--- config.mk ---
export PLATFORM = sky130hd
export DESIGN_NAME = rv_decode
export DESIGN_NICKNAME = d
export VERILOG_FILES = /design/src/verilog/rv_core_pkg.sv /design/src/verilog/rv_decode.sv
export VERILOG_INCLUDE_DIRS = /design/src /design/src/include
export SDC_FILE = /design/constraint.sdc
export NUM_CORES = 1
export LEC_CHECK = 0
export ABC_AREA = 1
export ABC_CLOCK_PERIOD_IN_PS = 4000
export BUFFER_PORTS_ARGS = -buffer_cell sky130_fd_sc_hd__buf_4
export CAP_MARGIN = 20
export CORE_ASPECT_RATIO = 1.2
export CORE_MARGIN = 2
export CORE_UTILIZATION = 40
export CTS_CLUSTER_SIZE = 14
export DETAILED_ROUTE_END_ITERATION = 6
export GPL_TIMING_DRIVEN = 0
export PLACE_DENSITY = 0.76
export SYNTH_ARGS = -nofsm -noshare
export SYNTH_HDL_FRONTEND = slang
export SYNTH_SLANG_ARGS = --single-unit
--- constraint.sdc ---
create_clock -name clk -period 4 [get_ports clk]
set_clock_uncertainty 0.05 [all_clocks]
set_input_delay 0.4 -clock clk [delete_from_list [all_inputs] [get_ports clk]]
set_output_delay 0.4 -clock clk [all_outputs]
set_load 0.02 [all_outputs]
--- src/include/rv_core_params.svh ---
// Width, register count and reset PC macros for the RV64 multicycle core.
`ifndef RV_CORE_PARAMS_SVH
`define RV_CORE_PARAMS_SVH

//--------------------------------------------------------------------------
// Datapath widths.
//--------------------------------------------------------------------------

// One data word, also the PC and immediate width.
`define RV_XLEN 64
`define RV_ILEN 32
`define RV_REG_ADDR_W 5
`define RV_NUM_REGS 32

// RV64 shifts take six bits of shift amount.
`define RV_SHAMT_W 6

//--------------------------------------------------------------------------
// Program counter.
//--------------------------------------------------------------------------
`define RV_RESET_PC 64'h0000_0000_8000_0000
`define RV_INSTR_BYTES 4

`endif

--- src/verilog/rv_core_pkg.sv ---
// Vector types and enums for opcodes, ALU ops, operand selects, branches, FSM states.
`default_nettype none

`include "rv_core_params.svh"

package rv_core_pkg;

    typedef logic [`RV_XLEN-1:0]       xlen_t;
    typedef logic [`RV_ILEN-1:0]       instr_t;
    typedef logic [`RV_REG_ADDR_W-1:0] reg_addr_t;

    // Major opcodes that the core executes.
    typedef enum logic [6:0] {
        OPC_OP     = 7'b0110011,
        OPC_OP_IMM = 7'b0010011,
        OPC_LUI    = 7'b0110111,
        OPC_AUIPC  = 7'b0010111,
        OPC_BRANCH = 7'b1100011,
        OPC_JAL    = 7'b1101111
    } opcode_t;

    typedef enum logic [3:0] {
        ALU_ADD, ALU_SUB, ALU_SLL, ALU_SLT, ALU_SLTU,
        ALU_XOR, ALU_SRL, ALU_SRA, ALU_OR, ALU_AND
    } alu_op_t;

    typedef enum logic [1:0] {A_RS1, A_PC, A_ZERO} op_a_sel_t;

    typedef enum logic {B_RS2, B_IMM} op_b_sel_t;

    // BR_JUMP is the unconditional JAL case.
    typedef enum logic [2:0] {
        BR_NONE, BR_EQ, BR_NE, BR_LT, BR_GE, BR_LTU, BR_GEU, BR_JUMP
    } branch_cond_t;

    typedef enum logic [1:0] {
        S_IDLE, S_DECODE, S_EXECUTE, S_RETIRE
    } seq_state_t;

endpackage

`default_nettype wire

--- src/verilog/rv_decode.sv ---
// Instruction register, sequencer FSM, field extraction, immediates and control decode.
`default_nettype none

`include "rv_core_params.svh"

module rv_decode
    import rv_core_pkg::*;
(
    input  logic         clk,
    input  logic         i_reset,
    input  logic         i_instr_valid,
    input  instr_t       i_instr,
    output logic         o_ready,
    output reg_addr_t    o_rs1,
    output reg_addr_t    o_rs2,
    output reg_addr_t    o_rd,
    output xlen_t        o_imm,
    output alu_op_t      o_alu_op,
    output op_a_sel_t    o_op_a_sel,
    output op_b_sel_t    o_op_b_sel,
    output branch_cond_t o_branch_cond,
    output logic         o_writes_rd,
    output logic         o_illegal,
    output logic         o_operand_en,
    output logic         o_alu_en,
    output logic         o_retire
);

    seq_state_t s_state;
    seq_state_t s_next_state;
    instr_t     s_instr;
    opcode_t    s_opcode;
    logic [2:0] s_funct3;
    logic [6:0] s_funct7;
    logic       s_writes;
    xlen_t      s_imm_i;
    xlen_t      s_imm_u;
    xlen_t      s_imm_b;
    xlen_t      s_imm_j;

    // Same funct3 map for OP and OP-IMM, alt picks SUB or SRA.
    function automatic alu_op_t alu_from_funct3(input logic [2:0] funct3, input logic alt);
        case (funct3)
            3'b000:  return alt ? ALU_SUB : ALU_ADD;
            3'b001:  return ALU_SLL;
            3'b010:  return ALU_SLT;
            3'b011:  return ALU_SLTU;
            3'b100:  return ALU_XOR;
            3'b101:  return alt ? ALU_SRA : ALU_SRL;
            3'b110:  return ALU_OR;
            default: return ALU_AND;
        endcase
    endfunction

    //--------------------------------------------------------------------------
    // Sequencer. One instruction in flight, four states per instruction.
    //--------------------------------------------------------------------------
    always_ff @(posedge clk) begin
        if (i_reset) begin
            s_state <= S_IDLE;
        end else begin
            s_state <= s_next_state;
        end
    end

    always_comb begin
        case (s_state)
            S_IDLE:    s_next_state = i_instr_valid ? S_DECODE : S_IDLE;
            S_DECODE:  s_next_state = S_EXECUTE;
            S_EXECUTE: s_next_state = S_RETIRE;
            default:   s_next_state = S_IDLE;
        endcase
    end

    assign o_ready      = (s_state == S_IDLE);
    assign o_operand_en = (s_state == S_DECODE);
    assign o_alu_en     = (s_state == S_EXECUTE);
    assign o_retire     = (s_state == S_RETIRE);

    // Instruction register, loaded on acceptance only.
    always_ff @(posedge clk) begin
        if (o_ready && i_instr_valid) begin
            s_instr <= i_instr;
        end
    end

    //--------------------------------------------------------------------------
    // Fields and immediates.
    //--------------------------------------------------------------------------
    assign s_opcode = opcode_t'(s_instr[6:0]);
    assign o_rd     = s_instr[11:7];
    assign s_funct3 = s_instr[14:12];
    assign o_rs1    = s_instr[19:15];
    assign o_rs2    = s_instr[24:20];
    assign s_funct7 = s_instr[31:25];

    assign s_imm_i = {{(`RV_XLEN-12){s_instr[31]}}, s_instr[31:20]};
    assign s_imm_u = {{(`RV_XLEN-32){s_instr[31]}}, s_instr[31:12], 12'b0};
    assign s_imm_b = {{(`RV_XLEN-13){s_instr[31]}}, s_instr[31], s_instr[7],
                      s_instr[30:25], s_instr[11:8], 1'b0};
    assign s_imm_j = {{(`RV_XLEN-21){s_instr[31]}}, s_instr[31], s_instr[19:12],
                      s_instr[20], s_instr[30:21], 1'b0};

    // Control decode.
    always_comb begin
        o_alu_op      = ALU_ADD;
        o_op_a_sel    = A_RS1;
        o_op_b_sel    = B_RS2;
        o_branch_cond = BR_NONE;
        o_imm         = '0;
        o_illegal     = 1'b0;
        s_writes      = 1'b0;
        case (s_opcode)
            OPC_OP: begin
                o_alu_op = alu_from_funct3(s_funct3, s_funct7[5]);
                s_writes = 1'b1;
            end
            OPC_OP_IMM: begin
                // No SUB here. Only the right shift looks at funct7.
                o_alu_op   = alu_from_funct3(s_funct3, (s_funct3 == 3'b101) && s_funct7[5]);
                o_op_b_sel = B_IMM;
                o_imm      = s_imm_i;
                s_writes   = 1'b1;
            end
            OPC_LUI, OPC_AUIPC: begin
                o_op_a_sel = (s_opcode == OPC_LUI) ? A_ZERO : A_PC;
                o_op_b_sel = B_IMM;
                o_imm      = s_imm_u;
                s_writes   = 1'b1;
            end
            OPC_BRANCH: begin
                o_imm = s_imm_b;
                case (s_funct3)
                    3'b000:  o_branch_cond = BR_EQ;
                    3'b001:  o_branch_cond = BR_NE;
                    3'b100:  o_branch_cond = BR_LT;
                    3'b101:  o_branch_cond = BR_GE;
                    3'b110:  o_branch_cond = BR_LTU;
                    3'b111:  o_branch_cond = BR_GEU;
                    default: o_illegal     = 1'b1;
                endcase
            end
            OPC_JAL: begin
                o_imm         = s_imm_j;
                o_branch_cond = BR_JUMP;
                s_writes      = 1'b1;
            end
            default: o_illegal = 1'b1;
        endcase
    end

    assign o_writes_rd = s_writes && (o_rd != '0);

endmodule

`default_nettype wire

Word level (Yosys, flattened, before mapping). Index checks and enable logic that the tools add are counted.

Word-level logic and storage cells: 46. Register bits after elaboration: 34.

Reductions and logical operators: 10. Equality and inequality tests: 16. Muxes and demuxes: 18.

Operator list (count): 64-bit case mux with 4 select lines (1); 4-bit case mux with 7 select lines (2); 3-bit case mux with 6 select lines (1); 7-bit by 5-bit == test with 1-bit output, second input constant (2); 7-bit by 6-bit == test with 1-bit output, second input constant (2); 7-bit == test, second input constant (2); 3-bit == test, second input constant (4); 1-bit 2-to-1 mux (8); 4-bit case mux with 2 select lines (1); 3-bit by 2-bit == test with 1-bit output, second input constant (2); 2-bit case mux with 3 select lines (1); 3-bit case mux with 2 select lines (1); 6-bit OR reduction (1); 5-bit nonzero test (1); 5-bit OR reduction (1); 2-bit == test, second input constant (2); 2-bit 2-to-1 mux (2); 3-bit by 1-bit == test with 1-bit output, second input constant (1); 1-bit logical AND (3); 3-bit zero test (1); 3-bit OR reduction (1); 2-bit by 1-bit == test with 1-bit output, second input constant (1); 2-bit zero test (1); 1-bit case mux with 2 select lines (1); 2-bit OR reduction (1).

Longest topological paths before layout. Gate-level depths: netlist of the first run.

Depth in word-level cells: 5. Gate-level depth with buffers: 8.

Least setup slack after synthesis of the first run. OpenSTA, ideal clock, no wires.

Path type: register to output. Start point: reg s_instr[1]. End point: out o_imm[32]. Cell stages (with the launch flop): 8. Data arrival time: 1894 ps. Path buffers: 1. Data required time: 3550 ps. Setup slack: 1656 ps. Cells stage by stage: edfxtp_1 > nand2_1 > nor2_2 > nand3_1 > nand2_1 > inv_2 > nand2_1 > buf_4.

Word-level cells in the longest chain between the ends: 3.

Ends and longest elaborated chain: start, declared (RTL line rv_decode.sv:31) `instr_t s_instr;`; start signal, assigned (RTL line rv_decode.sv:83) `s_instr <= i_instr;`; 7-bit by 6-bit == test with 1-bit output or 7-bit by 5-bit == test with 1-bit output (tied branches) (RTL line rv_decode.sv:113) `case (s_opcode)`; 2-bit OR reduction; 64-bit case mux with 4 select lines * (RTL line rv_decode.sv:113); end, declared (RTL line rv_decode.sv:17) `output xlen_t o_imm,`.

Every way passes the cells marked *; elsewhere a longest branch is shown, timed or not.

Worst setup path after layout of the first run.
Start point: reg s_instr[1]. End point: out o_imm[37].

The elaborated chain is that of the path after synthesis.

==> metrics.txt, run 1 <==
status completed; Req. time, crit path ~3.6 ns; top cells by count, synth nand2_1, buf_4, nand3_1; Root Driver clkbuf_8; DRT Pass-1 Iters 5; gr usage total 18.3%; Most common cell on crit path nand2_1; synthesized flop and latch total 34; die area 0.00627 mm2; GRT overflow 0; Die Wd about 73 um; Crit. End Element primary output; synth unique cells 19; Worst setup SP type flip-flop; Period minus WS final a little under 3 ns; antenna diode instance count 0; CP max stage cell nand2_1; first-pass GRT wire length 8890 um; top-count cell post-synth nand2_1; Static Leak about 2.0 nW; port bufs 129; vias per cell 4.52; layout cells sized above 1 46.8%; Die Ht 86.3 um; Largest stage delay, worst path roughly 0.7 ns; Initial Utilization 40.7%; cell area after synthesis 0.00226 mm2; htree depth 2; share of the yosys chip area belonging to registers 44.3%; Setup CP Type flip-flop to primary output; Max Cap Viol 0; Clock Path Buffers 2; routed len/inst 11.7 um; post_cts resized 0; Post-synth EDFFs 32; Area contributors post-synth edfxtp_1, buf_4, nand2_1; post-route clock period utilization 73.7%; crit-path max FO 33; CP Data Arrival Time roughly 2.5 ns; post-synth top area cell edfxtp_1; Starting DRT DRC Count 97; DRT antenna net count 0; CTS Buf Count 5; top cell type's share of synthesized area 42.5%; syn avg cell area 8.04 um2; vias in the first global route 1,984; Fin Setup TNS 0 ns; # IOs 130; synthesized instance count 281; Vias 2,184; Cell Chain, Critical Path nand2_1, nor2_2, nand3_1, nand2_1, inv_2, nand2_1, buf_4, buf_4; fin. max-slew vios 0; antenna violations before repair 0; Ys Warns 0; Clock Latency Late Sink 0.28 ns; Async SR Flop Fraction 0%; ys flop type edfxtp_1; core area 0.00556 mm2; Rel. slew slack 38.1%; Clock Sinks 34; Worst-path clk slew 0.06 ns; final estimated routing congestion in global placement 0.861; dpl hpwl roughly 4500 um; maximum vdd drop 265 uV; count of final hold-check violations 0; CTS tree done; pin count of the biggest net entering global routing 34; RSZ-0062 raised after global routing no; final WL 5640 um; Min-Delay Path Class input port to flip-flop; final hold slack 0.229 ns; Power per Cell Area 311 mW/mm2; Final setup viols 0; Tightest Pin Transition approximately 0.9 ns; nets@finish 457; Rows 30; Fmax achieved 339 MHz; P&R area growth vs syn 51.7%; Remaining DRCs 0; synthesized net count 320; Hold-fix buffers, CTS 0; post-CTS setup buffers 0
[path summary, 6_finish.rpt]
| kind | startpoint | to | slack [ns] | cells past startpoint |
|---|---|---|---|---|
| max reg2reg | s_state[1]$_SDFF_PP0_ | s_instr[10]$_DFFE_PP_ | 2.33 | 5 |
| max | s_instr[1]$_DFFE_PP_ | o_imm[37] | 1.05 | 8 |
| min | i_reset | s_state[1]$_SDFF_PP0_ | 0.23 | 2 |
| min reg2reg | s_state[0]$_SDFF_PP0_ | s_state[0]$_SDFF_PP0_ | 0.47 | 1 |
[state kept, by name, summed over array words and instances, names as in the netlist]
register	flops
s_state	2
s_instr	32
[through the flow]
stage	utilization (%)	instances	power, mW	area, um2	setup WS (ns)
final	61.7	483	1.07	3430	1.05
after global routing	61.7	483	1.13	3430	0.764
after CTS	61.7	483	1.08	3430	1.03
after detailed placement	60.0	475	0.817	3340	1.35
after global placement	59.5	474	0.798	3310	1.44
after floorplan	-	281	0.677	2260	1.66
[logic make-up after synthesis]
kind of cell | count (synthesis) | share of synthesized area [%]
AOI/OAI and AO/OA | 8 | 2.05
adders and majority gates | 4 | 2.21
buffers and inverters | 84 | 22.8
DFF | 34 | 44.3
and+or+nand+nor | 151 | 28.7
[critical path, delay by kind of cell, from the launching register on]
family,cells,cell delay [ns]
AND/OR/NAND/NOR,5,1.46
buffers and inverters,3,0.43
flip-flops,1,0.32
[power by group]
part / switching, mW / internal [mW] / total [mW] / leakage, nW
clock: 0.119 / 0.139 / 0.257 / 0.0482
sequential: 0.0407 / 0.449 / 0.490 / 0.321
combinational: 0.172 / 0.146 / 0.319 / 1.59
total: 0.332 / 0.734 / 1.07 / 1.96
[cell usage in the layout (no fill, tap or decap), types with 2 or more instances in the layout]
cell type  synthesis  final
dfxtp_1            2      2
o21ai_0            3      3
nand3_1           38     38
buf_6              2      2
nor2_1            14     14
a21oi_1            3      3
ha_1               4      4
nor2_4             2      2
nor3_1             5      5
clkbuf_8           0      6
buf_4             48    177
edfxtp_1          32     32
buf_2              3      3
inv_1             30     30
nand2_1           89     89
nor2_2             2      2
[layer usage]
| metal | GRT usage [%] | share of wire (%) |
|---|---|---|
| met5 | 0 | 0 |
| met4 | 7.91 | 2.2 |
| met3 | 5.70 | 11 |
| met2 | 30.8 | 49 |
| met1 | 21.2 | 39 |
[cell type report]
class	count	area (um2)
sequential	34	1000
timing repair buffer	130	996
buffer	53	398
clock inverter	1	5.00
fill	496	2130
clock buffer	7	86.3
tap	64	80.1
inverter	31	116
multi-input combinational	163	744
(Power assumes the default switching activity.)
==> run 2: changes to the inputs <==
--- a/config.mk
+++ b/config.mk
@@ -6,8 +6,8 @@
 export SDC_FILE = /design/constraint.sdc
 export NUM_CORES = 1
 export LEC_CHECK = 0
-export ABC_AREA = 1
-export ABC_CLOCK_PERIOD_IN_PS = 4000
+export ABC_AREA = 0
+export ABC_CLOCK_PERIOD_IN_PS = 2900
 export BUFFER_PORTS_ARGS = -buffer_cell sky130_fd_sc_hd__buf_4
 export CAP_MARGIN = 20
 export CORE_ASPECT_RATIO = 1.2
@@ -16,7 +16,7 @@
 export CTS_CLUSTER_SIZE = 14
 export DETAILED_ROUTE_END_ITERATION = 6
 export GPL_TIMING_DRIVEN = 0
-export PLACE_DENSITY = 0.76
+export PLACE_DENSITY = 0.77
 export SYNTH_ARGS = -nofsm -noshare
 export SYNTH_HDL_FRONTEND = slang
 export SYNTH_SLANG_ARGS = --single-unit
==> constraint.sdc (replaced) <==
create_clock -name clk -period 2.9 [get_ports clk]
set_clock_uncertainty 0.05 [all_clocks]
set_input_delay 0.29 -clock clk [delete_from_list [all_inputs] [get_ports clk]]
set_output_delay 0.29 -clock clk [all_outputs]
set_load 0.02 [all_outputs]
==> metrics.txt, run 2 <==
status completed (unchanged); GRT overflow 0 (unchanged); synth unique cells 42 (was 19); placed instance count 399 (was 475); DRT antenna net count 0 (unchanged); share of the yosys chip area belonging to registers 46.0% (was 44.3%); antenna diode instance count 0 (unchanged); Rel. slew slack 44.7% (was 38.1%); CTS Buf Count 5 (unchanged); Worst-path clk slew 0.07 ns (was 0.06 ns); Starting DRT DRC Count 57 (was 97); Clock Sinks 34 (unchanged); Period minus WS final ~2.7 ns; Setup CP Type flip-flop to primary output (unchanged); final estimated routing congestion in global placement 0.781 (was 0.861); core area 0.00526 mm2 (was 0.00556 mm2); CTS tree done (unchanged); gr usage total 17.6% (was 18.3%); Area contributors post-synth edfxtp_1, buf_4, nand3_1 (was edfxtp_1, buf_4, nand2_1); P&R area growth vs syn 54.7% (was 51.7%); pin count of the biggest net entering global routing 20 (was 34); commonest non-fill, non-tap cell in the layout buf_4 (unchanged); crit-path max FO 18 (was 33); port bufs 129 (unchanged); synthesized flop and latch total 34 (unchanged); layout cells sized above 1 60.0% (was 46.8%); synthesized net count 245 (was 320); Ys Warns 0 (unchanged); top-count cell post-synth buf_4 (was nand2_1); dpl hpwl 4370 um (was 4540 um); first-pass GRT wire length 8470 um (was 8890 um); htree depth 2 (unchanged); Clock Path Buffers 2 (unchanged); fin worst setup slack 0.200 ns (was 1.05 ns); max reg flops 32 (unchanged); maximum vdd drop 378 uV (was 265 uV); Post-synth EDFFs 32 (unchanged); Clock Latency Late Sink 0.28 ns (about the same); CP Data Arrival Time 2.36 ns (was 2.50 ns); DRT Pass-1 Iters 4 (was 5); pre-CTS WS 0.214 ns (was 1.35 ns); Root Driver clkbuf_8 (unchanged); Static Leak 1.67 nW (was 1.96 nW); RSZ-0062 raised after global routing no (unchanged); post-CTS setup buffers 0 (unchanged); Remaining DRCs 0 (unchanged); Die Ht 84.8 um (was 86.3 um); top cell type's share of synthesized area 44.2% (was 42.5%); antenna violations before repair 0 (unchanged); Die Wd 71.3 um (was 72.6 um); vias per cell 4.73 (was 4.52); Final setup viols 0 (unchanged); Hold-fix buffers, CTS 0 (unchanged); Tightest Pin Transition 0.829 ns (was 0.926 ns); post-route clock period utilization between 90 and 100%; Initial Utilization 41.4% (was 40.7%); ys flop type edfxtp_1 (unchanged); vias in the first global route 1,800 (was 1,984); Biggest register s_instr (unchanged); syn avg cell area 10.6 um2 (was 8.04 um2); final WL 5470 um (was 5640 um); synthesized instance count 206 (was 281); Reg area 0.00100 mm2 (unchanged); filler instances 459 (was 496); die area 0.00605 mm2 (was 0.00627 mm2); most frequent cells in the layout buf_4, nand3_1, edfxtp_1 (was buf_4, nand2_1, nand3_1); routed len/inst 13.4 um (was 11.7 um); count of final hold-check violations 0 (unchanged); Async SR Flop Fraction 0% (unchanged); leading registers by flop count s_instr x32, s_state x2 (unchanged); # IOs 130 (unchanged); cell area after synthesis 0.00218 mm2 (was 0.00226 mm2); area of the multi-input gates 758 um2 (was 744 um2); final hold slack 0.112 ns (was 0.229 ns); post-synth top area cell edfxtp_1 (unchanged); top cells by count, synth buf_4, nand3_1, edfxtp_1 (was nand2_1, buf_4, nand3_1); Worst setup SP type flip-flop (unchanged); nets@finish 383 (was 457); fin. max-slew vios 0 (unchanged); Power per Cell Area 424 mW/mm2 (was 311 mW/mm2); Reg2Reg Setup Slack 1.05 ns (was 2.33 ns); Rows 29 (was 30); Min-Delay Path Class input port to flip-flop (unchanged); Req. time, crit path 2.56 ns (was 3.55 ns); Max Cap Viol 0 (unchanged); Vias 1,927 (was 2,184); Crit. End Element primary output (unchanged); Fmax achieved 370 MHz; final non-filler cell total 407 (was 483)
==> run 2: kinds of logic after synthesis <==
logic type,synth area share (%)
AND/OR/NAND/NOR,17.2
buffers and inverters,20.1
AO/OA/AOI/OAI,13.0
flip-flops,46.0
adder cells (fa/ha/maj),2.30
multiplexers,0.978
XOR/XNOR,0.403
==> run 2: power by group <==
part	internal, mW	leakage [nW]	switching [mW]
logic	0.209	1.30	0.220
registers	0.615	0.322	0.0465
clock network	0.164	0.0416	0.172
==> run 2: what timing repair did <==
| item | 4_1_cts | 5_1_grt |
|---|---|---|
| setup endpoints to repair | 18 | 18 |
| gates resized for setup | 1 | 1 |
| pin swaps | 0 | 1 |
==> run 2: critical path, cell delays in order (launching register included) <==
cell and delay, ns:
edfxtp_1 0.56, and3b_1 0.20, buf_4 0.14, nand2_1 0.08
buf_2 0.21, a31oi_4 0.41, buf_6 0.23, buf_4 0.12
buf_4 0.12
==> run 2: worst paths after layout <==
check,startpoint,to,cells past startpoint
setup / recovery,s_instr[5]$_DFFE_PP_,o_imm[49],8
setup reg to reg,s_state[1]$_SDFF_PP0_,s_instr[20]$_DFFE_PP_,4
hold / removal,i_reset,s_state[1]$_SDFF_PP0_,2
hold reg to reg,s_state[0]$_SDFF_PP0_,s_state[0]$_SDFF_PP0_,3
==> run 2: per-stage QoR <==
step | utilization (%) | power, mW | setup TNS [ns] | cell area, um2
after floorplan | - | 0.918 | 0 | 2180
after global routing | 64.0 | 1.50 | 0 | 3370
after global placement | 61.4 | 1.08 | -0.513 | 3230
after CTS | 63.9 | 1.44 | 0 | 3360
final | 64.0 | 1.43 | 0 | 3370
after detailed placement | 62.1 | 1.10 | 0 | 3270
==> run 2: area by class of cell <==
cell class / count / share of cell area, %
flip-flops and latches: 34 / 29.7
multi-input cells: 107 / 22.5
repair buffers: 131 / 29.9
clock buffers: 5 / 2.04
plain buffers: 58 / 12.2
inverters: 7 / 0.780
clock inverters: 3 / 0.483
well taps: 62 / 2.30
==> run 2: per-layer routing <==
layer,vias up,part of all wire (%),track usage [%]
met4,0,2.1,8.23
met5,-,0,0
met2,87,53,32.2
met3,11,7.6,3.12
li1,969,-,-
met1,860,37,19.4
==> run 3: changes to the inputs <==
--- a/config.mk
+++ b/config.mk
@@ -11,12 +11,12 @@
 export BUFFER_PORTS_ARGS = -buffer_cell sky130_fd_sc_hd__buf_4
 export CAP_MARGIN = 20
 export CORE_ASPECT_RATIO = 1.2
-export CORE_MARGIN = 2
 export CORE_UTILIZATION = 40
 export CTS_CLUSTER_SIZE = 14
 export DETAILED_ROUTE_END_ITERATION = 6
 export GPL_TIMING_DRIVEN = 0
 export PLACE_DENSITY = 0.77
+export SETUP_SLACK_MARGIN = 0.1
 export SYNTH_ARGS = -nofsm -noshare
 export SYNTH_HDL_FRONTEND = slang
 export SYNTH_SLANG_ARGS = --single-unit
==> metrics.txt, run 3 (synthesis gave the netlist of run 2 again) <==
fin. max-slew vios 0 (unchanged); Die Wd 69.3 um (was 71.3 um); antenna diode instance count 0 (unchanged); final WL 5330 um (was 5470 um); vias in the first global route 1,725 (was 1,800); DRT antenna net count 0 (unchanged); htree depth 2 (unchanged); gr usage total 17.9% (was 17.6%); worst path bufs/invs 5 (unchanged); Hold-fix buffers, CTS 0 (unchanged); nets@finish 384 (was 383); Reg2Reg Setup Slack 1.13 ns (was 1.05 ns); Fmax achieved 397 MHz (was 370 MHz); maximum vdd drop 325 uV (was 378 uV); Starting DRT DRC Count 69 (was 57); Remaining DRCs 0 (unchanged); Fin Setup TNS 0 ns (unchanged); commonest non-fill, non-tap cell in the layout buf_4 (unchanged); port bufs 129 (unchanged); Setup CP Type flip-flop to primary output (unchanged); CP max stage cell edfxtp_1 (unchanged); Clock Latency Late Sink 0.28 ns (about the same); GRT overflow 0 (unchanged); CP Data Arrival Time 2.18 ns (was 2.36 ns); Crit. End Element primary output (unchanged); CTS Buf Count 5 (unchanged); Rel. slew slack 53.6% (was 44.7%); Worst-path clk slew 0.06 ns (was 0.07 ns); post-route clock period utilization 86.8% (was 93.1%); count of final hold-check violations 0 (unchanged); Max Cap Viol 0 (unchanged); most frequent cells in the layout buf_4, nand3_1, edfxtp_1 (unchanged); Final setup viols 0 (unchanged); P&R area growth vs syn 55.5% (was 54.7%); max reg flops 32 (unchanged); core area 0.00526 mm2 (unchanged); dpl hpwl 4190 um (was 4370 um); Clock Sinks 34 (unchanged); CTS tree done (unchanged); Largest stage delay, worst path 0.53 ns (was 0.56 ns); Tightest Pin Transition 0.696 ns (was 0.829 ns); Min-Delay Path Class input port to flip-flop (unchanged); vias per cell 4.82 (was 4.73); die area 0.00574 mm2 (was 0.00605 mm2); Die Ht 82.8 um (was 84.8 um); first-pass GRT wire length 7980 um (was 8470 um); antenna violations before repair 0 (unchanged); Clock Path Buffers 2 (unchanged); Static Leak 1.68 nW (was 1.67 nW); Initial Utilization 41.4% (unchanged); routed len/inst 13.1 um (was 13.4 um); status completed (unchanged); Most common cell on crit path buf_4 (unchanged); Root Driver clkbuf_8 (unchanged); post-route cell area 0.00338 mm2 (was 0.00337 mm2); Rows 29 (unchanged); layout cells sized above 1 59.8% (was 60.0%); DRT Pass-1 Iters 4 (unchanged); final estimated routing congestion in global placement 0.716 (was 0.781); Biggest register s_instr (unchanged); RSZ-0062 raised after global routing no (unchanged); Vias 1,966 (was 1,927); Period minus WS final 2.52 ns (was 2.70 ns); Power per Cell Area 421 mW/mm2 (was 424 mW/mm2); Cell Chain, Critical Path and3b_1, buf_4, nand2_1, buf_2, a31oi_4, buf_6, buf_4, buf_4 (unchanged); Worst setup SP type flip-flop (unchanged); crit-path leading delay family buffers and inverters (unchanged); # IOs 130 (unchanged); leading registers by flop count s_instr x32, s_state x2 (unchanged); Req. time, crit path 2.56 ns (about the same); crit-path max FO 17 (was 18); pin count of the biggest net entering global routing 23 (was 20); area of placed instances 0.00327 mm2 (unchanged)
run 3: layer usage:
layer  GRT usage, %  vias to the layer above  part of all wire (%)
met2           33.6                      100                    54
met1           19.2                      886                    37
met4           8.98                        0                   1.8
li1               -                      973                     -
met3           3.74                        7                   6.9
met5              0                        -                     0
run 3: cell type report:
type,count,area [um2]
fillers,445,1880
repair buffers,132,1030
flip-flops and latches,34,1000
multi-input cells,107,758
plain buffers,58,412
well taps,62,77.6
clock buffers,6,72.6
inverters,7,26.3
clock inverters,2,8.76
run 3: worst paths after layout:
check,depth (start not counted),endpoint,start
worst max-delay path,8,o_imm[42],s_instr[5]$_DFFE_PP_
worst min-delay path,2,s_state[0]$_SDFF_PP0_,i_reset
worst max register to register,4,s_instr[2]$_DFFE_PP_,s_state[1]$_SDFF_PP0_
worst min register to register,3,s_state[0]$_SDFF_PP0_,s_state[0]$_SDFF_PP0_
run 3: power breakdown:
part	leakage [nW]	switching, mW	total [mW]	internal, mW
Clock	0.0426	0.168	0.333	0.165
Combinational	1.31	0.221	0.431	0.210
Sequential	0.322	0.0457	0.660	0.615
Total	1.68	0.435	1.42	0.990
run 3: timing repair:
item | in CTS | in global routing
setup endpoints to repair | 33 | 17
setup buffers | 0 | 1
pin swaps | 0 | 1
gates resized for setup | 2 | 0
run 3: metrics by stage:
step / total power, mW / hold slack (ns) / cells / util [%] / setup slack (ns)
2_1_floorplan: 0.918 / 0.312 / 206 / - / 0.266
3_3_place_gp: 1.08 / 0.408 / 397 / 61.4 / 0.00323
3_5_place_dp: 1.10 / 0.409 / 399 / 62.1 / 0.181
4_1_cts: 1.44 / 0.109 / 407 / 63.9 / 0.165
5_1_grt: 1.49 / 0.110 / 408 / 64.3 / 0.243
6_report: 1.42 / 0.116 / 408 / 64.3 / 0.383
